$ cat src/verilog/simd_stream_pkg.sv
package simd_stream_pkg;

    // lane and phit geometry
    localparam int LANE_W    = 16;
    localparam int NUM_LANES = 4;
    localparam int PHIT_W    = LANE_W * NUM_LANES;

    localparam int NUM_STAGES = 3;

    // per-stage register file
    localparam int RF_DEPTH = 8;
    localparam int RF_AW    = $clog2(RF_DEPTH);

    // four signed lanes summed need two extra bits
    localparam int SUM_W = LANE_W + 2;

    // ingress + stages + egress, one cycle each
    localparam int PIPE_LATENCY = NUM_STAGES + 2;

    typedef enum logic [1:0] {
        OP_ADD = 2'd0,
        OP_SUB = 2'd1,
        OP_MUL = 2'd2,
        OP_MAX = 2'd3
    } lane_op_e;

    typedef enum logic [1:0] {
        SRC_PREV = 2'd0,
        SRC_IMM  = 2'd1,
        SRC_RF   = 2'd2,
        SRC_ZERO = 2'd3
    } operand_src_e;

    // all-zero value is add prev+prev with no write back
    typedef struct packed {
        lane_op_e           op;
        operand_src_e       src_a;
        operand_src_e       src_b;
        logic [LANE_W-1:0]  imm;
        logic [RF_AW-1:0]   rf_rd_addr;
        logic [RF_AW-1:0]   rf_wr_addr;
        logic               rf_wen;
    } stage_cfg_t;

    typedef struct packed {
        logic [PHIT_W-1:0] data;
        logic              valid;
    } phit_t;

endpackage
$ cat src/verilog/stream_ingress.sv
`timescale 1ns/1ps

module stream_ingress (
    input  logic                         i_clk,
    input  logic                         i_arst_n,
    input  logic                         i_valid,
    input  logic [simd_stream_pkg::PHIT_W-1:0] i_data,
    input  logic                         i_cfg_we,
    input  logic [1:0]                   i_cfg_stage,
    input  simd_stream_pkg::stage_cfg_t  i_cfg,
    output simd_stream_pkg::phit_t       o_phit,
    output simd_stream_pkg::stage_cfg_t  o_cfg [0:simd_stream_pkg::NUM_STAGES-1]
);

    logic                               valid_q;
    logic [simd_stream_pkg::PHIT_W-1:0] data_q;
    simd_stream_pkg::stage_cfg_t        cfg_q [0:simd_stream_pkg::NUM_STAGES-1];

    // valid strobe travels with the data
    always_ff @(posedge i_clk or negedge i_arst_n) begin
        if (!i_arst_n) begin
            valid_q <= 1'b0;
        end else begin
            valid_q <= i_valid;
        end
    end

    // payload only loads on a valid item
    always_ff @(posedge i_clk) begin
        if (i_valid) begin
            data_q <= i_data;
        end
    end

    // one config register per stage, out-of-range index dropped
    always_ff @(posedge i_clk or negedge i_arst_n) begin
        if (!i_arst_n) begin
            for (int s = 0; s < simd_stream_pkg::NUM_STAGES; s++) begin
                cfg_q[s] <= '0;
            end
        end else if (i_cfg_we && (i_cfg_stage < simd_stream_pkg::NUM_STAGES)) begin
            cfg_q[i_cfg_stage] <= i_cfg;
        end
    end

    assign o_phit.data  = data_q;
    assign o_phit.valid = valid_q;

    generate
        for (genvar s = 0; s < simd_stream_pkg::NUM_STAGES; s++) begin : g_cfg_out
            assign o_cfg[s] = cfg_q[s];
        end
    endgenerate

endmodule

$ cat config.mk
export PLATFORM = sky130hd
export DESIGN_NAME = stream_ingress
export DESIGN_NICKNAME = d
export VERILOG_FILES = /design/src/verilog/simd_stream_pkg.sv /design/src/verilog/stream_ingress.sv
export SDC_FILE = /design/constraint.sdc
export NUM_CORES = 1
export LEC_CHECK = 0
export BUFFER_PORTS_ARGS = -buffer_cell sky130_fd_sc_hd__buf_2
export CELL_PAD_IN_SITES_DETAIL_PLACEMENT = 0
export CELL_PAD_IN_SITES_GLOBAL_PLACEMENT = 1
export CORE_MARGIN = 4
export CORE_UTILIZATION = 33
export DETAILED_ROUTE_END_ITERATION = 10
export GPL_ROUTABILITY_DRIVEN = 0
export PLACE_DENSITY_LB_ADDON = 0.1
export RECOVER_POWER = 25
export SKIP_CTS_REPAIR_TIMING = 1
export SLEW_MARGIN = 20
export SYNTH_ARGS = -nofsm -noshare
export SYNTH_HDL_FRONTEND = slang
export SYNTH_SLANG_ARGS = --single-unit
$ cat constraint.sdc
create_clock -name i_clk -period 0.8 [get_ports i_clk]
set_input_delay 0.08 -clock i_clk [delete_from_list [all_inputs] [get_ports i_clk]]
set_output_delay 0.08 -clock i_clk [all_outputs]
set_load 0.01 [all_outputs]
# Yosys cells after proc, flatten, opt, wreduce, memory -nomap -nowiden

Cells that the tools add are included.

Flip-flop bits (word level): 152
Word-level logic and storage cells: 32
Output and inout bits: 152

Multiplexer cells: 3
Bitwise logic cells: 1
Order comparisons: 3
Reductions and logical operators: 2

Operators with widths:

| cell                                                                         | number |
|---|---|
| 87-bit bitwise mux                                                           | 1 |
| 29-bit demux with 2-bit select                                               | 1 |
| 29-bit two-way mux                                                           | 1 |
| 3-bit greater-or-equal comparator, second input constant                     | 1 |
| 3-bit by 1-bit less-than comparator with 1-bit output, second input constant | 1 |
| 2-bit NOT with 3-bit output                                                  | 1 |
| 1-bit logical AND                                                            | 2 |
| 2-bit less-than comparator, second input constant                            | 1 |

# Depth between registers and ports, before layout

Depth after elaboration: 6
Depth in mapped cells: 4
Gate-level depth less buffers: 2

# Worst setup path before layout

OpenSTA, ideal clock, no wires.

Path kind: input -> register
Start point: input i_cfg_stage[0]
End point: register cfg_q (netlist bit o_cfg[75])
Data required time: 675 ps
Buffers on the path: 2
Arrival time: 905 ps
Cell stages on the path: 4
Slack: -230 ps
Path through: nor3b_2 -> buf_6 -> buf_6 -> mux2_2

Cells in the longest elaborated chain, start to end: 6
Elaborated cells between the ends (all ways): 9
Those cells by class: 3 x order compare; 3 x mux; 1 x bitwise; 2 x reduce/logical

RTL lines:

| item                                                                                                                             | RTL line             | text |
|---|---|---|
| start, declared                                                                                                                  | stream_ingress.sv:9  | `input logic [1:0] i_cfg_stage,` |
| 2-bit NOT with 3-bit output (not written as such)                                                                                | stream_ingress.sv:42 | `cfg_q[i_cfg_stage] <= i_cfg;` |
| 3-bit greater-or-equal comparator (not written as such) or 3-bit by 1-bit less-than comparator with 1-bit output (tied branches) | stream_ingress.sv:42 |  |
| 1-bit logical AND (not written as such)                                                                                          | stream_ingress.sv:42 |  |
| 29-bit two-way mux (not written as such)                                                                                         | stream_ingress.sv:42 |  |
| 29-bit demux with 2-bit select                                                                                                   | stream_ingress.sv:42 |  |
| 87-bit bitwise mux                                                                                                               | stream_ingress.sv:42 |  |
| end signal, assigned by index                                                                                                    | stream_ingress.sv:42 |  |
| end, declared                                                                                                                    | stream_ingress.sv:17 | `simd_stream_pkg::stage_cfg_t cfg_q [0:simd_stream_pkg::NUM_STAGES-1];` |

Several ways; a longest one is shown, not always the timed one.
A chain may end at the register's enable or synchronous reset.

# Worst setup path after layout

Start point: register cfg_q (netlist bit o_cfg[73])
End point: output o_cfg[73] (netlist bit)

RTL lines:

| item          | RTL line             | text |
|---|---|---|
| end, declared | stream_ingress.sv:12 | `output simd_stream_pkg::stage_cfg_t o_cfg [0:simd_stream_pkg::NUM_STAGES-1]` |

No word-level cell between the ends.

==> results.sh <==
export IMPL_slew_headroom_pct=58.1
export IMPL_cts_path_max_buffers=2
export IMPL_synth_area_um2=5300
export IMPL_synth_common_cells="dfrtp_1, mux2_2, edfxtp_1, mux2_4, buf_6"
export IMPL_root_buffer="clkbuf_16"
export IMPL_netlist_instances=252
export IMPL_synth_seq_area_share_pct=77.8
export IMPL_crit_path_frequent_cell="buf_6"
export IMPL_drt_iter0_drc=80
export IMPL_final_max_slew_violation_count=0
export IMPL_fp_dieH_um=135
export IMPL_hold_violations=0
export IMPL_cts_tree="yes"
export IMPL_start_kind="flop"
export IMPL_max_freq_ghz=0.899
export IMPL_max_cap_violations=0
export IMPL_track_usage_pct=15.1
export IMPL_rows=46
export IMPL_numCtsBuffers=17
export IMPL_path_clk_slew_ps=60
export IMPL_synth_ff_type="dfrtp_1"
export IMPL_core_area_um2=15800
export IMPL_htree_levels=4
export IMPL_path_cells="buf_6 -> buf_6"
export IMPL_violations="setup timing"
export IMPL_crit_required_ps=720
export IMPL_status="finished, violations left"
export IMPL_initial_utilization_pct=33.5
export IMPL_routedWlPerCell_um=16.7
export IMPL_p_leak_nw=4.12
export IMPL_crit_fanout=2
export IMPL_cts_num_sinks=152
export IMPL_antenna_found_initial=0
export IMPL_viasPerCell=4.26
export IMPL_rsz0062_at_grt="true"
export IMPL_synth_cell_types=10
export IMPL_critPathArrivalTime_ps=1030
export IMPL_yosysMostFrequentCell="dfrtp_1"
export IMPL_synthTopCellsByArea="dfrtp_1, edfxtp_1, mux2_2, mux2_4, buf_6"
export IMPL_grt_pass1_vias=3449
export IMPL_crit_slowest_cell="dfrtp_1"
export IMPL_syn_to_final_growth_pct=67.3
export IMPL_synth_seq_cells=152
export IMPL_worst_pin_slew_ps=629
export IMPL_grt_pass1_wl_um=20400
export IMPL_fin_crit_sh_pct=139
export IMPL_ant_nets=0
export IMPL_final_setup_viol_count=175
export IMPL_wirelength_um=14500
export IMPL_endpoint_kind="primary output"
export IMPL_r2r_cells=2
export IMPL_crit_type="reg -> out"
export IMPL_holdWs_ps=177
export IMPL_synth_warnings=0
export IMPL_slowest_delay_ps=390
export IMPL_worstHoldPathType="in -> async"
export IMPL_finalNetCount=739
export IMPL_io_buffer_count=250
export IMPL_finalPower_mw=22.3
export IMPL_avgSynthCellArea_um2=21.0
export IMPL_worst_slack_ps=-312
export IMPL_reg2reg_from="o_cfg[81]"
export IMPL_r2r_end="o_cfg[81]"
export IMPL_dr_pass1_iters=4
export IMPL_place_detailed_hpwl_um=9980
export IMPL_reg2reg_slack_ps=-110
export IMPL_fp_dieW_um=135
export IMPL_diodes=0
export IMPL_die_area_um2=18100
export IMPL_vias=3698
export IMPL_drive_gt1_share_pct=61.4
export IMPL_synth_top_area_share_pct=41.6
export IMPL_grt_max_degree=40
export IMPL_overflow=0
export IMPL_yosys_area_top_type="dfrtp_1"
export IMPL_vdd_drop_max_mv=1.43
export IMPL_drc=0
export IMPL_synth_edff_count=64
export IMPL_p_per_area_nw_per_um2=2520
export IMPL_layout_min_cycle_time_ps=1110
export IMPL_clock_latency_ps=410
export IMPL_synthArstFlopShare_pct=57.9
export IMPL_skew_ps=0
export IMPL_io_pins=251
export IMPL_synth_fp_nets=351
-- cell type report --
| type | count | area [µm²] |
|---|---|---|
| Clock inverter | 6 | 61.3 |
| Tap cell | 216 | 270 |
| Multi-Input combinational cell | 90 | 1130 |
| Timing Repair Buffer | 379 | 2740 |
| Sequential cell | 152 | 4120 |
| Clock buffer | 26 | 542 |
| Fill cell | 1317 | 6960 |
-- critical path, delay by kind of cell (launching register included) --
kind | cells | cell delay [ps]
buffers and inverters | 2 | 230
DFF | 1 | 390
-- metrics by stage --
stage               instance area [µm²]  setup WS, ps  setup TNS (ps)  util (%)  instances
floorplan                          5370          -205           -7890         -        252
global placement                   6960          -379          -27500      44.0        720
detailed placement                 6960          -386          -28010      44.0        720
CTS                                7570          -361          -35510      47.8        752
global route                       8870          -351          -42640      56.0        869
finish                             8870          -312          -32960      56.0        869
-- layer usage --
| metal | routed length, µm | global-route usage, % | vias to the layer above |
|---|---|---|---|
| met3 | 1030 | 5.33 | 21 |
| met4 | 284 | 6.28 | 0 |
| met1 | 5870 | 18.7 | 1838 |
| met5 | 0 | 0 | - |
| met2 | 7320 | 24.0 | 133 |
| li1 | - | - | 1706 |
-- flip-flops by register name, indices dropped and copies added, names as in the netlist --
name and count:
data_q 64, o_cfg 87, valid_q 1
-- worst max path at each step --
| stage | from | endpoint | slack, ps | depth (start not counted) |
|---|---|---|---|---|
| floorplan | i_cfg_stage[1] | o_cfg[73] | -210 | 4 |
| global placement | i_cfg_stage[1] | o_cfg[60] | -380 | 4 |
| detailed placement | i_cfg_stage[1] | o_cfg[72] | -390 | 4 |
| CTS | o_cfg[73] | o_cfg[73] | -360 | 2 |
| global route | o_cfg[73] | o_cfg[73] | -350 | 2 |
| finish | o_cfg[73] | o_cfg[73] | -310 | 2 |
-- kinds of logic (layout without fill, tap and decap cells) --
family,count (synthesis),in the layout,share of synthesized area [%]
flip-flops,152,152,77.8
multiplexers,87,87,19.9
buffers and inverters,10,411,1.75
AND/OR/NAND/NOR,3,3,0.519
-- power by group --
part / internal [mW] / switching [mW] / total, mW
Sequential: 9.28 / 0.554 / 9.84
Combinational: 2.70 / 1.79 / 4.50
Clock: 4.98 / 3.01 / 7.99
Total: 17.0 / 5.36 / 22.3
-- cell usage in the layout, fill, tap and decap left out, drive strengths merged, types with 2 or more instances in the layout --
cell type	count
buf	281
dlygate4sd3	94
dfrtp	88
mux2	87
edfxtp	64
clkbuf	30
clkinv	4
nand3b	2
No activity file was read; power rests on OpenSTA's default activity.
