$ cat config.mk
export PLATFORM = sky130hd
export DESIGN_NAME = stream_egress
export DESIGN_NICKNAME = d
export VERILOG_FILES = /design/src/verilog/simd_stream_pkg.sv /design/src/verilog/stream_egress.sv
export SDC_FILE = /design/constraint.sdc
export NUM_CORES = 1
export LEC_CHECK = 0
export BUFFER_PORTS_ARGS = -buffer_cell sky130_fd_sc_hd__buf_2
export CAP_MARGIN = 20
export CORE_UTILIZATION = 52
export CTS_BUF_LIST = sky130_fd_sc_hd__clkbuf_8 sky130_fd_sc_hd__clkbuf_16
export DETAILED_ROUTE_END_ITERATION = 10
export PLACE_DENSITY = 0.81
export SKIP_CTS_REPAIR_TIMING = 1
export SYNTH_ARGS = -nofsm -noshare
export SYNTH_HDL_FRONTEND = slang
export SYNTH_SLANG_ARGS = --single-unit
export TNS_END_PERCENT = 50
$ cat constraint.sdc
create_clock -name i_clk -period 1 [get_ports i_clk]
set_input_delay 0.2 -clock i_clk [delete_from_list [all_inputs] [get_ports i_clk]]
set_output_delay 0.2 -clock i_clk [all_outputs]
set_load 0.01 [all_outputs]
$ cat src/verilog/simd_stream_pkg.sv
package simd_stream_pkg;

    // lane and phit geometry
    localparam int LANE_W    = 16;
    localparam int NUM_LANES = 4;
    localparam int PHIT_W    = LANE_W * NUM_LANES;

    localparam int NUM_STAGES = 3;

    // per-stage register file
    localparam int RF_DEPTH = 8;
    localparam int RF_AW    = $clog2(RF_DEPTH);

    // four signed lanes summed need two extra bits
    localparam int SUM_W = LANE_W + 2;

    // ingress + stages + egress, one cycle each
    localparam int PIPE_LATENCY = NUM_STAGES + 2;

    typedef enum logic [1:0] {
        OP_ADD = 2'd0,
        OP_SUB = 2'd1,
        OP_MUL = 2'd2,
        OP_MAX = 2'd3
    } lane_op_e;

    typedef enum logic [1:0] {
        SRC_PREV = 2'd0,
        SRC_IMM  = 2'd1,
        SRC_RF   = 2'd2,
        SRC_ZERO = 2'd3
    } operand_src_e;

    // all-zero value is add prev+prev with no write back
    typedef struct packed {
        lane_op_e           op;
        operand_src_e       src_a;
        operand_src_e       src_b;
        logic [LANE_W-1:0]  imm;
        logic [RF_AW-1:0]   rf_rd_addr;
        logic [RF_AW-1:0]   rf_wr_addr;
        logic               rf_wen;
    } stage_cfg_t;

    typedef struct packed {
        logic [PHIT_W-1:0] data;
        logic              valid;
    } phit_t;

endpackage
$ cat src/verilog/stream_egress.sv
`timescale 1ns/1ps

module stream_egress (
    input  logic                                      i_clk,
    input  logic                                      i_arst_n,
    input  simd_stream_pkg::phit_t                    i_phit,
    output logic                                      o_valid,
    output logic [simd_stream_pkg::PHIT_W-1:0]        o_data,
    output logic signed [simd_stream_pkg::SUM_W-1:0]  o_lane_sum
);

    logic signed [simd_stream_pkg::SUM_W-1:0]  lane_sum;
    logic [simd_stream_pkg::LANE_W-1:0]        lane;

    // horizontal reduction over the lanes, each one sign extended
    always_comb begin
        lane_sum = '0;
        lane     = '0;
        for (int l = 0; l < simd_stream_pkg::NUM_LANES; l++) begin
            lane     = i_phit.data[l*simd_stream_pkg::LANE_W +: simd_stream_pkg::LANE_W];
            lane_sum = lane_sum + {{(simd_stream_pkg::SUM_W-simd_stream_pkg::LANE_W)
                                    {lane[simd_stream_pkg::LANE_W-1]}}, lane};
        end
    end

    always_ff @(posedge i_clk or negedge i_arst_n) begin
        if (!i_arst_n) begin
            o_valid    <= 1'b0;
            o_data     <= '0;
            o_lane_sum <= '0;
        end else begin
            o_valid <= i_phit.valid;
            // data and sum hold between valid items
            if (i_phit.valid) begin
                o_data     <= i_phit.data;
                o_lane_sum <= lane_sum;
            end
        end
    end

endmodule

* Word-level counts from Yosys, hierarchy flattened
Index checks and enable logic that the tools add are counted.
** Storage, ports and cells
- Logic and storage cells :: 6
- Bits of input ports :: 67
- Flip-flop bits (word level) :: 83
- Output and inout bits :: 83
** Operators by class
- $add $sub $neg :: 3
** Operators by type and width (count)
- $add 17x16->18 :: 1
- $add 18x18->18 :: 1
- $add 16x16->17 :: 1

* Depth between registers and ports, before layout
Gate-level depths: netlist of run 1.
- Depth after elaboration :: 3
- Mapped depth :: 11
- Depth with buffers taken out :: 10

* Least setup slack after synthesis of run 1
No wires, ideal clock.
- Kind :: input to register
- Start point :: in i_phit[2] (netlist bit)
- End point :: reg o_lane_sum[17] (netlist bit)
- Path buffers :: 1
- Slack :: -1.850 ns
- Arrival time :: 2.713 ns
- Setup time :: 0.137 ns
- Stages on the path :: 10
- Data required time :: 0.863 ns
- Cell sequence :: fa_1 -> fa_1 -> ha_1 -> fa_1 -> a211oi_1 -> or2_2 -> buf_2 -> a2111oi_2 -> o21ai_0 -> o311ai_1
** Between the ends
- Cells in the longest elaborated chain, start to end :: 3
** RTL lines
- start, declared :: RTL line stream_egress.sv:6 : input simd_stream_pkg::phit_t i_phit,
- $add 16x16->17 :: RTL line stream_egress.sv:21 : lane_sum = lane_sum + {{(simd_stream_pkg::SUM_W-simd_stream_pkg::LANE_W)
- $add 17x16->18 :: RTL line stream_egress.sv:21
- $add 18x18->18 :: RTL line stream_egress.sv:21
- end signal, assigned :: RTL line stream_egress.sv:36 : o_lane_sum <= lane_sum;
- end, declared :: RTL line stream_egress.sv:9 : output logic signed [simd_stream_pkg::SUM_W-1:0] o_lane_sum
Every way passes these cells.
A chain may end at the register's enable or synchronous reset.

* Final worst setup path of run 1
- Start point :: in i_phit[2] (netlist bit)
- End point :: reg o_lane_sum[7] (netlist bit)
Same word-level chain as after synthesis.

==> metrics.log, run 1 <==
[metrics] status: finished, violations left
[metrics] violations in the final reports: negative setup slack
[metrics] number of warnings reported in the yosys synthesis log: 0
[metrics] average wire per standard cell: roughly 15 um
[metrics] internal cell power: 9110 uW
[metrics] Adder-Cell Fraction of Synth Area: roughly 18%
[metrics] Layout Cell Area excl Fill: 6810 um^2
[metrics] number of global-route vias before repair: between 3,000 and 4,000
[metrics] clk slew on worst S/H paths: about 0.090 ns
[metrics] root buf cell: sky130_fd_sc_hd__clkbuf_8
[metrics] number of design rule violations left after detail routing: 0
[metrics] fraction of synthesized cell area in xor and xnor cells: 1.08%
[metrics] worst-path fanout max: 3
[metrics] clock network latency to the later pin of the worst-skew pair: 0.35 ns
[metrics] Max Transition Viols Final: 0
[metrics] data required time at the worst endpoint: 1.24 ns
[metrics] syn avg cell area: 11.5 um^2
[metrics] number of enable flip-flop cells after synthesis: 0
[metrics] number of failing setup endpoints in the final timing report: 101
[metrics] switching part of the total power: a little over a third
[metrics] Post-Syn Nets: 540
[metrics] combinational power share: 49.1%
[metrics] TritonCTS Buffers: 9
[metrics] hold slack final: 0.0780 ns
[metrics] remaining number of nets flagged by the antenna check after routing: 0
[metrics] number of DRC markers after the initial detailed-route iteration: 144
[metrics] sequential share of the synthesized area: 42.7%
[metrics] drt via density: about 5.2
[metrics] Std-Cell Rows: 34
[metrics] Top-Level Pins: 150
[metrics] cell area after synthesis: 4870 um^2
[metrics] largest net degree at the start of global routing: 84
[metrics] final critical-path required period: 2.55 ns
[metrics] transition time of the tightest slew-check pin: around 0.45 ns
[metrics] distinct cell type count of the synthesized netlist: 47
[metrics] H-tree depth: 3
[metrics] synthesized instance count: 423
[metrics] layout cell share with drive strength beyond 1: a little over half
[metrics] clock skew: 0 ns
[metrics] maximum number of buffers from clock root to sink: 2
[metrics] total inserted antenna cells: 0
[metrics] Final Hold Viols: 0
[metrics] final worst path period share: 255%
[metrics] total overflow reported by the global router: 0
[metrics] most common flop cell mapped by yosys: sky130_fd_sc_hd__dfrtp_1
[metrics] Yosys reg bits: 83
[metrics] Worst slew margin: 69.9%
[metrics] detailed-router iteration count before antenna repair: 4
[metrics] startpoint class of the critical path: input port
[metrics] number of buffers added on ports: 149
[metrics] HPWL after DPL: 8020 um
[metrics] Final WS setup: -1.55 ns
[metrics] relative contribution of the clock network to total power: around 20%
[metrics] All-Layer GR Usage: 22.7%
[metrics] nature of the critical path endpoint: flip-flop
[metrics] RSZ-0062 raised after global routing: yes
[metrics] effective utilization at floorplan: 54.8%
[metrics] register share of total power: 30.9%
[metrics] dominant combinational cell family by area after synthesis: adder cells
[metrics] post-synthesis async set-or-reset flop share: 100%
[metrics] Core Util, Final: 76.5%
[metrics] aggregate routed wire length: about 11,000 um
[metrics] fraction of synthesized area in multiplexers: 16.4%
[metrics] post-layout net count: 736
[metrics] max-cap viol count: 0
[metrics] Switch Pwr: slightly below 5000 uW
[metrics] Layout area overhead: 39.7%
[metrics] Chip Height: 98.8 um
[metrics] die width: 98.8 um
[metrics] Power Total: 14,000 uW
[metrics] Setup CP Type: in -> reg
[metrics] Die ar.: between 9000 and 10,000 um^2
[metrics] Std-Cell Core Area: 8890 um^2
[metrics] Max Clock Freq: between 300 and 400 MHz
[metrics] vias after detailed routing: 3,810
[metrics] Leakage Power: 0.00336 uW
[metrics] type of the worst min-delay path: in -> reg
[metrics] area post-placement: between 6000 and 7000 um^2
[metrics] routability cong.: 0.851
[metrics] power density of the placed cells: ~2000 nW/um^2
[metrics] # clock sinks: 83
[metrics] CTS tree: yes
[metrics] post-synthesis share of cell area spent on and, or, nand and nor gates: 4.78%
[metrics] Peak VDD IR: 1130 uV
[metrics] post-synthesis compound-gate area fraction: under 10%
[metrics] antenna violations before repair: 0
[metrics] Data arrival, critical path: between 2 and 3 ns
[metrics] first-pass GRT wire length: about 18,000 um
Yosys cell counts, drive strengths merged (3+ instances only):
library cell	count	area share, %
a211oi	5	0.77
a21o	5	0.80
inv	87	6.7
o2bb2ai	3	0.54
ha	17	4.4
clkbuf	4	0.31
dfrtp	83	43
a2111oi	3	0.80
a21oi	17	1.7
nand2	20	1.5
buf	10	1.1
fa	33	14
nor3	4	0.41
xnor2	5	0.90
o21ai	12	1.2
mux2	70	16
nor2	11	0.85
o311ai	4	0.72
per-stage QoR:
stage,setup TNS [ns],setup slack [ns],cells
after floorplan,-26.47,-1.70,423
after global placement,-31.67,-1.87,701
after detailed placement,-33.30,-1.94,701
after CTS,-30.01,-1.59,714
after global routing,-33.02,-1.64,729
final,-28.62,-1.55,729
critical path: stages:
cell,delay (ns)
sky130_fd_sc_hd__buf_6,0.10
sky130_fd_sc_hd__fa_1,0.57
sky130_fd_sc_hd__fa_1,0.48
sky130_fd_sc_hd__ha_4,0.19
sky130_fd_sc_hd__fa_2,0.37
sky130_fd_sc_hd__a211oi_2,0.27
sky130_fd_sc_hd__o21bai_1,0.10
sky130_fd_sc_hd__a21oi_1,0.17
sky130_fd_sc_hd__xnor2_1,0.08
sky130_fd_sc_hd__mux2_2,0.26
cell families (layout without fill, tap and decap cells):
group	Yosys count	after routing
buf+inv	102	300
flops	83	83
mux	71	71
compound gates	63	63
fa+ha+maj	50	50
simple gates	48	48
xor+xnor	6	6
power groups by stage:
| stage | sequential, uW | clock, uW | combinational [uW] |
|---|---|---|---|
| floorplan | 4620 | 0 | 3590 |
| global placement | 4310 | 0 | 5850 |
| detailed placement | 4340 | 0 | 6000 |
| CTS | 4290 | 2830 | 6030 |
| global route | 4390 | 2980 | 7440 |
| finish | 4320 | 2800 | 6850 |
worst paths after layout:
kind	end	from	depth (start not counted)	slack, ns
setup / recovery	o_lane_sum[7]	i_phit[2]	10	-1.55
hold / removal	o_data[32]	i_phit[33]	2	0.08
setup reg to reg	o_lane_sum[14]	o_lane_sum[14]	2	-0.03
hold reg to reg	o_lane_sum[16]	o_lane_sum[16]	2	0.50
max in group asynchronous	o_lane_sum[14]	i_arst_n	3	0.23
min in group asynchronous	o_data[0]	i_arst_n	3	0.41
flip-flops by register name (all words and copies together), names as in the netlist:
name,count
o_lane_sum,18
o_valid,1
o_data,64
final cells by class:
cell class / count / area [um^2]
well taps: 108 / 135
repair buffers: 199 / 1270
flip-flops and latches: 83 / 2080
clock inverters: 4 / 93.8
inverters: 88 / 355
clock buffers: 9 / 124
fillers: 590 / 2090
multi-input cells: 238 / 2750
layer usage:
metal	global-route usage (%)	share of wire [%]	vias up	routed length (um)
met3	5.39	5.7	9	638
met5	0	0	-	0
li1	-	-	1788	-
met1	29.3	41	1884	4600
met2	38.1	52	129	5790
met4	6.66	0.87	0	97
cells in the final DEF (no fill, tap or decap), types with 3 or more instances in the layout:
cell type,n
sky130_fd_sc_hd__inv_2,9
sky130_fd_sc_hd__buf_2,131
sky130_fd_sc_hd__buf_12,3
sky130_fd_sc_hd__a21oi_1,13
sky130_fd_sc_hd__nor2_1,10
sky130_fd_sc_hd__inv_8,3
sky130_fd_sc_hd__ha_1,5
sky130_fd_sc_hd__o21ai_0,5
sky130_fd_sc_hd__a2111oi_4,3
sky130_fd_sc_hd__buf_4,48
sky130_fd_sc_hd__ha_4,12
sky130_fd_sc_hd__clkbuf_8,9
sky130_fd_sc_hd__bufinv_16,3
sky130_fd_sc_hd__xnor2_1,4
sky130_fd_sc_hd__fa_1,31
sky130_fd_sc_hd__buf_6,15
sky130_fd_sc_hd__a21oi_2,4
sky130_fd_sc_hd__inv_1,75
sky130_fd_sc_hd__o21ai_1,6
sky130_fd_sc_hd__a211oi_2,3
sky130_fd_sc_hd__a21o_1,4
sky130_fd_sc_hd__nand2_1,18
sky130_fd_sc_hd__mux2_2,66
sky130_fd_sc_hd__dfrtp_1,83
sky130_fd_sc_hd__o311ai_1,4
sky130_fd_sc_hd__mux2_4,4
Power figures use the tool's default switching activity.
==> run 2: changes to the inputs <==
--- a/config.mk
+++ b/config.mk
@@ -7,6 +7,7 @@
 export LEC_CHECK = 0
 export BUFFER_PORTS_ARGS = -buffer_cell sky130_fd_sc_hd__buf_2
 export CAP_MARGIN = 20
+export CORE_ASPECT_RATIO = 0.7
 export CORE_UTILIZATION = 52
 export CTS_BUF_LIST = sky130_fd_sc_hd__clkbuf_8 sky130_fd_sc_hd__clkbuf_16
 export DETAILED_ROUTE_END_ITERATION = 10
==> metrics.log, run 2 (synthesized netlist as in run 1, its figures left out) <==
[metrics] hold path startpoint: i_phit[17] (was i_phit[33])
[metrics] largest net degree at the start of global routing: 45 (was 84)
[metrics] pre-CTS setup slack: -1.92 ns (was -1.94 ns)
[metrics] vias after detailed routing: 3,823 (was 3,810)
[metrics] CTS tree: yes (unchanged)
[metrics] number of fillers in the final layout: 643 (was 590)
[metrics] number of flip-flops under the largest register name: 64 (unchanged)
[metrics] max-cap viol count: 0 (unchanged)
[metrics] worst-path fanout max: 6 (was 3)
[metrics] first-pass GRT wire length: 18,800 um (was 17,600 um)
[metrics] Std-Cell Core Area: 9070 um^2 (was 8890 um^2)
[metrics] Worst slew margin: 73.4% (was 69.9%)
[metrics] post-layout instance count excluding filler cells: 753 (was 729)
[metrics] transition time of the tightest slew-check pin: 0.397 ns (was 0.451 ns)
[metrics] cell occurring most often along the worst timing path: sky130_fd_sc_hd__fa_1 (unchanged)
[metrics] layout cell share with drive strength beyond 1: 53.9% (was 54.1%)
[metrics] crit-path max cell delay: 0.51 ns (was 0.57 ns)
[metrics] Register Area: 2080 um^2 (unchanged)
[metrics] clk slew on worst S/H paths: 0.06 ns (was 0.09 ns)
[metrics] die width: 118 um (was 98.8 um)
[metrics] Power Total: 14,700 uW (was 14,000 uW)
[metrics] CP max-delay cell: sky130_fd_sc_hd__fa_1 (unchanged)
[metrics] commonest non-fill, non-tap cell in the layout: sky130_fd_sc_hd__buf_2 (unchanged)
[metrics] Critical R2R Launch: o_lane_sum[14] (unchanged)
[metrics] nature of the critical path endpoint: flip-flop (unchanged)
[metrics] number of failing setup endpoints in the final timing report: 101 (unchanged)
[metrics] biggest regs: o_data x64, o_lane_sum x18, o_valid x1 (unchanged)
[metrics] average wire per standard cell: 15.3 um (about the same)
[metrics] TritonCTS Buffers: 9 (unchanged)
[metrics] Core Util, Final: 76.3% (was 76.5%)
[metrics] final critical-path required period: 2.57 ns (was 2.55 ns)
[metrics] Reg with most FFs: o_data (unchanged)
[metrics] Data arrival, critical path: 2.78 ns (about the same)
[metrics] H-tree depth: 3 (unchanged)
[metrics] number of design rule violations left after detail routing: 0 (unchanged)
[metrics] Final Hold Viols: 0 (unchanged)
[metrics] commonest cells after routing, fill and taps aside: sky130_fd_sc_hd__buf_2, sky130_fd_sc_hd__dfrtp_1, sky130_fd_sc_hd__inv_1 (unchanged)
[metrics] number of buffers added on ports: 149 (unchanged)
[metrics] Chip Height: 83.0 um (was 98.8 um)
[metrics] Layout area overhead: 42.1% (was 39.7%)
[metrics] effective utilization at floorplan: 53.7% (was 54.8%)
[metrics] maximum number of buffers from clock root to sink: 2 (unchanged)
[metrics] Critical Path Source: i_phit[34] (was i_phit[2])
[metrics] power density of the placed cells: 2120 nW/um^2 (was 2050 nW/um^2)
[metrics] Peak VDD IR: 1220 uV (was 1130 uV)
[metrics] clock network latency to the later pin of the worst-skew pair: 0.34 ns (was 0.35 ns)
[metrics] total inserted antenna cells: 0 (unchanged)
[metrics] Max Transition Viols Final: 0 (unchanged)
[metrics] root buf cell: sky130_fd_sc_hd__clkbuf_16 (was sky130_fd_sc_hd__clkbuf_8)
[metrics] # clock sinks: 83 (unchanged)
[metrics] clock skew: 0 ns (unchanged)
[metrics] Die ar.: 9760 um^2 (about the same)
[metrics] status: finished, violations left (unchanged)
[metrics] violations in the final reports: negative setup slack (unchanged)
[metrics] RSZ-0062 raised after global routing: yes (unchanged)
[metrics] area of combinational cells with multiple inputs: 2710 um^2 (was 2750 um^2)
[metrics] number of DRC markers after the initial detailed-route iteration: 148 (was 144)
[metrics] aggregate routed wire length: 11,500 um (was 11,100 um)
[metrics] total overflow reported by the global router: 0 (unchanged)
[metrics] type of the worst min-delay path: in -> reg (unchanged)
[metrics] data required time at the worst endpoint: 1.22 ns (was 1.24 ns)
[metrics] CP cell instances: buf_2 -> fa_1 -> fa_1 -> ha_2 -> fa_2 -> a211oi_2 -> or2_4 -> a2111oi_4 -> o21ai_1 -> o311ai_1 (was buf_6 -> fa_1 -> fa_1 -> ha_4 -> fa_2 -> a211oi_2 -> o21bai_1 -> a21oi_1 -> xnor2_1 -> mux2_2)
[metrics] drt via density: 5.08 (was 5.23)
[metrics] Top-Level Pins: 150 (unchanged)
[metrics] detailed-router iteration count before antenna repair: 6 (was 4)
[metrics] post-layout net count: 741 (was 736)
[metrics] Max Clock Freq: 389 MHz (was 393 MHz)
[metrics] remaining number of nets flagged by the antenna check after routing: 0 (unchanged)
[metrics] routability cong.: 0.842 (was 0.851)
[metrics] Std-Cell Rows: 29 (was 34)
[metrics] Final WS setup: -1.57 ns (was -1.55 ns)
[metrics] HPWL after DPL: 8730 um (was 8020 um)
[metrics] antenna violations before repair: 0 (unchanged)
[metrics] final worst path period share: 257% (was 255%)
[metrics] All-Layer GR Usage: 24.4% (was 22.7%)
[metrics] Leakage Power: 0.00341 uW (was 0.00336 uW)
[metrics] startpoint class of the critical path: input port (unchanged)
[metrics] Placed Cells: 721 (was 701)
[metrics] number of global-route vias before repair: 3,902 (was 3,915)
[metrics] Setup CP Type: in -> reg (unchanged)
run 2: path summary, 6_finish.rpt:
check / to / slack, ns / depth (start not counted)
worst max-delay path: o_lane_sum[17] / -1.57 / 10
worst max register to register: o_lane_sum[14] / -0.05 / 2
worst min-delay path: o_data[16] / 0.1 / 2
max in group asynchronous: o_lane_sum[6] / 0.37 / 3
worst min register to register: o_lane_sum[12] / 0.50 / 2
min in group asynchronous: o_data[47] / 0.39 / 3
run 2: layer usage:
| metal | vias up | part of all wire, % | track usage, % |
|---|---|---|---|
| li1 | 1792 | - | - |
| met1 | 1892 | 43 | 32.4 |
| met2 | 128 | 50 | 39.9 |
| met3 | 11 | 6.0 | 6.25 |
| met4 | 0 | 0.86 | 6.88 |
| met5 | - | 0 | 0 |
run 2: stage by stage:
| step | setup TNS (ns) | hold slack, ns | cell area (um^2) |
|---|---|---|---|
| 2_1_floorplan | -26.47 | -0.0956 | 5170 |
| 3_3_place_gp | -33.26 | 0.203 | 6320 |
| 3_5_place_dp | -35.10 | 0.201 | 6320 |
| 4_1_cts | -29.22 | -0.163 | 6620 |
| 5_1_grt | -31.35 | 0.102 | 6920 |
| 6_report | -27.79 | 0.0981 | 6920 |
run 2: where the power goes:
| part | switching (uW) | internal, uW | total, uW |
|---|---|---|---|
| registers | 370 | 3970 | 4340 |
| clock network | 1450 | 1950 | 3400 |
| logic | 3340 | 3620 | 6960 |
run 2: cell type report:
class | instances | share of cell area [%]
Clock inverter | 7 | 1.10
Inverter | 88 | 5.10
Timing Repair Buffer | 204 | 19.2
Clock buffer | 9 | 3.25
Sequential cell | 83 | 30.0
Tap cell | 124 | 2.24
Multi-Input combinational cell | 238 | 39.1
run 2: worst max-delay path: cells and delay by family:
kind / cells / cell delay, ns
AO/OA/AOI/OAI: 4 / 0.60
adder cells (fa/ha/maj): 4 / 1.63
buffers and inverters: 1 / 0.12
AND/OR/NAND/NOR: 1 / 0.23
==> run 3: changes to the inputs <==
--- a/config.mk
+++ b/config.mk
@@ -8,11 +8,12 @@
 export BUFFER_PORTS_ARGS = -buffer_cell sky130_fd_sc_hd__buf_2
 export CAP_MARGIN = 20
 export CORE_ASPECT_RATIO = 0.7
-export CORE_UTILIZATION = 52
+export CORE_UTILIZATION = 47
 export CTS_BUF_LIST = sky130_fd_sc_hd__clkbuf_8 sky130_fd_sc_hd__clkbuf_16
 export DETAILED_ROUTE_END_ITERATION = 10
-export PLACE_DENSITY = 0.81
+export PLACE_DENSITY = 0.77
 export SKIP_CTS_REPAIR_TIMING = 1
+export SKIP_LAST_GASP = 1
 export SYNTH_ARGS = -nofsm -noshare
 export SYNTH_HDL_FRONTEND = slang
 export SYNTH_SLANG_ARGS = --single-unit
==> constraint.sdc (replaced) <==
create_clock -name i_clk -period 2.18 [get_ports i_clk]
set_input_delay 0.436 -clock i_clk [delete_from_list [all_inputs] [get_ports i_clk]]
set_output_delay 0.436 -clock i_clk [all_outputs]
set_load 0.005 [all_outputs]
==> metrics.log, run 3 (synthesized netlist as in run 1, its figures left out) <==
[metrics] All-Layer GR Usage: 22.6% (was 24.4%)
[metrics] power density of the placed cells: 932 nW/um^2 (was 2120 nW/um^2)
[metrics] commonest cells after routing, fill and taps aside: sky130_fd_sc_hd__buf_2, sky130_fd_sc_hd__dfrtp_1, sky130_fd_sc_hd__inv_1 (unchanged)
[metrics] clk slew on worst S/H paths: 0.06 ns (about the same)
[metrics] clock network latency to the later pin of the worst-skew pair: 0.33 ns (was 0.34 ns)
[metrics] number of fillers in the final layout: 775 (was 643)
[metrics] commonest non-fill, non-tap cell in the layout: sky130_fd_sc_hd__buf_2 (unchanged)
[metrics] Std-Cell Core Area: 9870 um^2 (was 9070 um^2)
[metrics] number of failing setup endpoints in the final timing report: 16 (was 101)
[metrics] Die ar.: 10,800 um^2 (was 9760 um^2)
[metrics] Final WS setup: -0.649 ns (was -1.57 ns)
[metrics] startpoint class of the critical path: input port (unchanged)
[metrics] sum of negative setup slack: -7.89 ns (was -27.79 ns)
[metrics] CTS tree: yes (unchanged)
[metrics] remaining number of nets flagged by the antenna check after routing: 0 (unchanged)
[metrics] crit-path max cell delay: 0.58 ns (was 0.51 ns)
[metrics] TritonCTS Buffers: 9 (unchanged)
[metrics] hold slack final: 0.0732 ns (was 0.0981 ns)
[metrics] Leakage Power: 0.00324 uW (was 0.00341 uW)
[metrics] layout cell share with drive strength beyond 1: 51.6% (was 53.9%)
[metrics] cell occurring most often along the worst timing path: sky130_fd_sc_hd__fa_1 (unchanged)
[metrics] Max Clock Freq: 353 MHz
[metrics] # clock sinks: 83 (unchanged)
[metrics] die width: 124 um (was 118 um)
[metrics] post-layout net count: 719 (was 741)
[metrics] Worst R2R Path Depth: 2 (unchanged)
[metrics] status: finished, violations left (unchanged)
[metrics] aggregate routed wire length: 11,200 um (was 11,500 um)
[metrics] root buf cell: sky130_fd_sc_hd__clkbuf_16 (unchanged)
[metrics] antenna violations before repair: 0 (unchanged)
[metrics] detailed-router iteration count before antenna repair: 5 (was 6)
[metrics] nature of the critical path endpoint: flip-flop (unchanged)
[metrics] type of the worst min-delay path: in -> async (was in -> reg)
[metrics] biggest regs: o_data x64, o_lane_sum x18, o_valid x1 (unchanged)
[metrics] data required time at the worst endpoint: 2.39 ns (was 1.22 ns)
[metrics] post-layout instance count excluding filler cells: 733 (was 753)
[metrics] number of flip-flops under the largest register name: 64 (unchanged)
[metrics] transition time of the tightest slew-check pin: 0.530 ns (was 0.397 ns)
[metrics] drt via density: 5.04 (was 5.08)
[metrics] Setup CP Type: in -> reg (unchanged)
[metrics] total overflow reported by the global router: 0 (unchanged)
[metrics] violations in the final reports: negative setup slack (unchanged)
[metrics] path length in cells of the critical path: 10 (unchanged)
[metrics] final critical-path required period: 2.83 ns
[metrics] Max Transition Viols Final: 0 (unchanged)
[metrics] Reg with most FFs: o_data (unchanged)
[metrics] Peak VDD IR: 503 uV (was 1220 uV)
[metrics] RSZ-0062 raised after global routing: yes (unchanged)
[metrics] Top-Level Pins: 150 (unchanged)
[metrics] H-tree depth: 3 (unchanged)
[metrics] final worst path period share: 130%
[metrics] worst-path fanout max: 6 (unchanged)
[metrics] Std-Cell Rows: 30 (was 29)
[metrics] CP cell instances: buf_6 -> fa_1 -> fa_1 -> ha_2 -> fa_2 -> a211oi_4 -> or2_4 -> a2111oi_4 -> o21ai_1 -> o311ai_1 (was buf_2 -> fa_1 -> fa_1 -> ha_2 -> fa_2 -> a211oi_2 -> or2_4 -> a2111oi_4 -> o21ai_1 -> o311ai_1)
[metrics] average wire per standard cell: 15.3 um (about the same)
[metrics] number of buffers added on ports: 149 (unchanged)
[metrics] clock skew: 0 ns (unchanged)
[metrics] CP max-delay cell: sky130_fd_sc_hd__fa_1 (unchanged)
[metrics] maximum number of buffers from clock root to sink: 2 (unchanged)
[metrics] effective utilization at floorplan: 49.3% (was 53.7%)
[metrics] vias after detailed routing: 3,696 (was 3,823)
[metrics] family with the most delay on the worst path: adder cells (unchanged)
[metrics] Worst slew margin: 64.6% (was 73.4%)
[metrics] number of DRC markers after the initial detailed-route iteration: 100 (was 148)
[metrics] area of combinational cells with multiple inputs: 2710 um^2 (about the same)
[metrics] routability cong.: 0.840 (was 0.842)
[metrics] Placed Cells: 716 (was 721)
[metrics] total inserted antenna cells: 0 (unchanged)
[metrics] number of design rule violations left after detail routing: 0 (unchanged)
[metrics] HPWL after DPL: 8640 um (was 8730 um)
[metrics] first-pass GRT wire length: 18,600 um (was 18,800 um)
[metrics] worst path buffer plus inverter count: 1 (unchanged)
[metrics] Chip Height: 87.2 um (was 83.0 um)
[metrics] largest net degree at the start of global routing: 45 (unchanged)
[metrics] Layout area overhead: 35.3% (was 42.1%)
[metrics] Register Area: 2080 um^2 (unchanged)
[metrics] Final Hold Viols: 0 (unchanged)
[metrics] number of global-route vias before repair: 3,911 (was 3,902)
[metrics] Data arrival, critical path: 3.04 ns (was 2.78 ns)
[metrics] max-cap viol count: 0 (unchanged)
run 3: cell types whose count changed in the layout (fill, tap and decap cells not counted), sizes merged:
cell         before  now
buf             203  182
bufinv            1    0
clkbuf            9   11
clkinv            3    4
clkinvlp          2    0
dlygate4sd3       1    0
inv              89   87
run 3: power by group:
part / internal, uW / switching [uW]
clock: 815 / 598
sequential: 1820 / 145
combinational: 1390 / 1370
total: 4030 / 2110
run 3: through the flow:
| step | instance area (um^2) | worst slack (ns) | util, % | total power [uW] |
|---|---|---|---|---|
| after detailed placement | 6180 | -1.04 | 62.6 | 4560 |
| after CTS | 6450 | -0.690 | 65.3 | 6010 |
| final | 6590 | -0.649 | 66.7 | 6140 |
| after floorplan | 5110 | -0.755 | - | 3580 |
| after global routing | 6590 | -0.764 | 66.7 | 6580 |
| after global placement | 6180 | -0.969 | 62.6 | 4460 |
run 3: path summary, 6_finish.rpt:
check	slack (ns)	start	endpoint
max	-0.65	i_phit[2]	o_lane_sum[17]
min	0.07	i_arst_n	o_data[16]
max reg2reg	1.19	o_lane_sum[14]	o_lane_sum[14]
min reg2reg	0.50	o_data[48]	o_data[48]
max in group asynchronous	1.47	i_arst_n	o_data[24]
min in group i_clk	0.34	i_phit[2]	o_data[1]
run 3: worst register-to-register path: stages (launching register included):
cell and delay, ns:
sky130_fd_sc_hd__dfrtp_1 0.38, sky130_fd_sc_hd__o2bb2ai_1 0.12, sky130_fd_sc_hd__or3_1 0.37
run 3: layout make-up:
class / count / share of cell area, %
Clock buffer: 11 / 3.84
Timing Repair Buffer: 182 / 15.7
Tap cell: 128 / 2.43
Inverter: 88 / 5.24
Multi-Input combinational cell: 238 / 41.1
Clock inverter: 3 / 0.228
Sequential cell: 83 / 31.5
run 3: routing by layer:
metal	up-vias	track usage (%)	part of all wire [%]
li1	1755	-	-
met1	1807	30.0	44
met2	121	36.3	48
met3	13	6.22	6.8
met4	0	6.57	1.1
met5	-	0	0
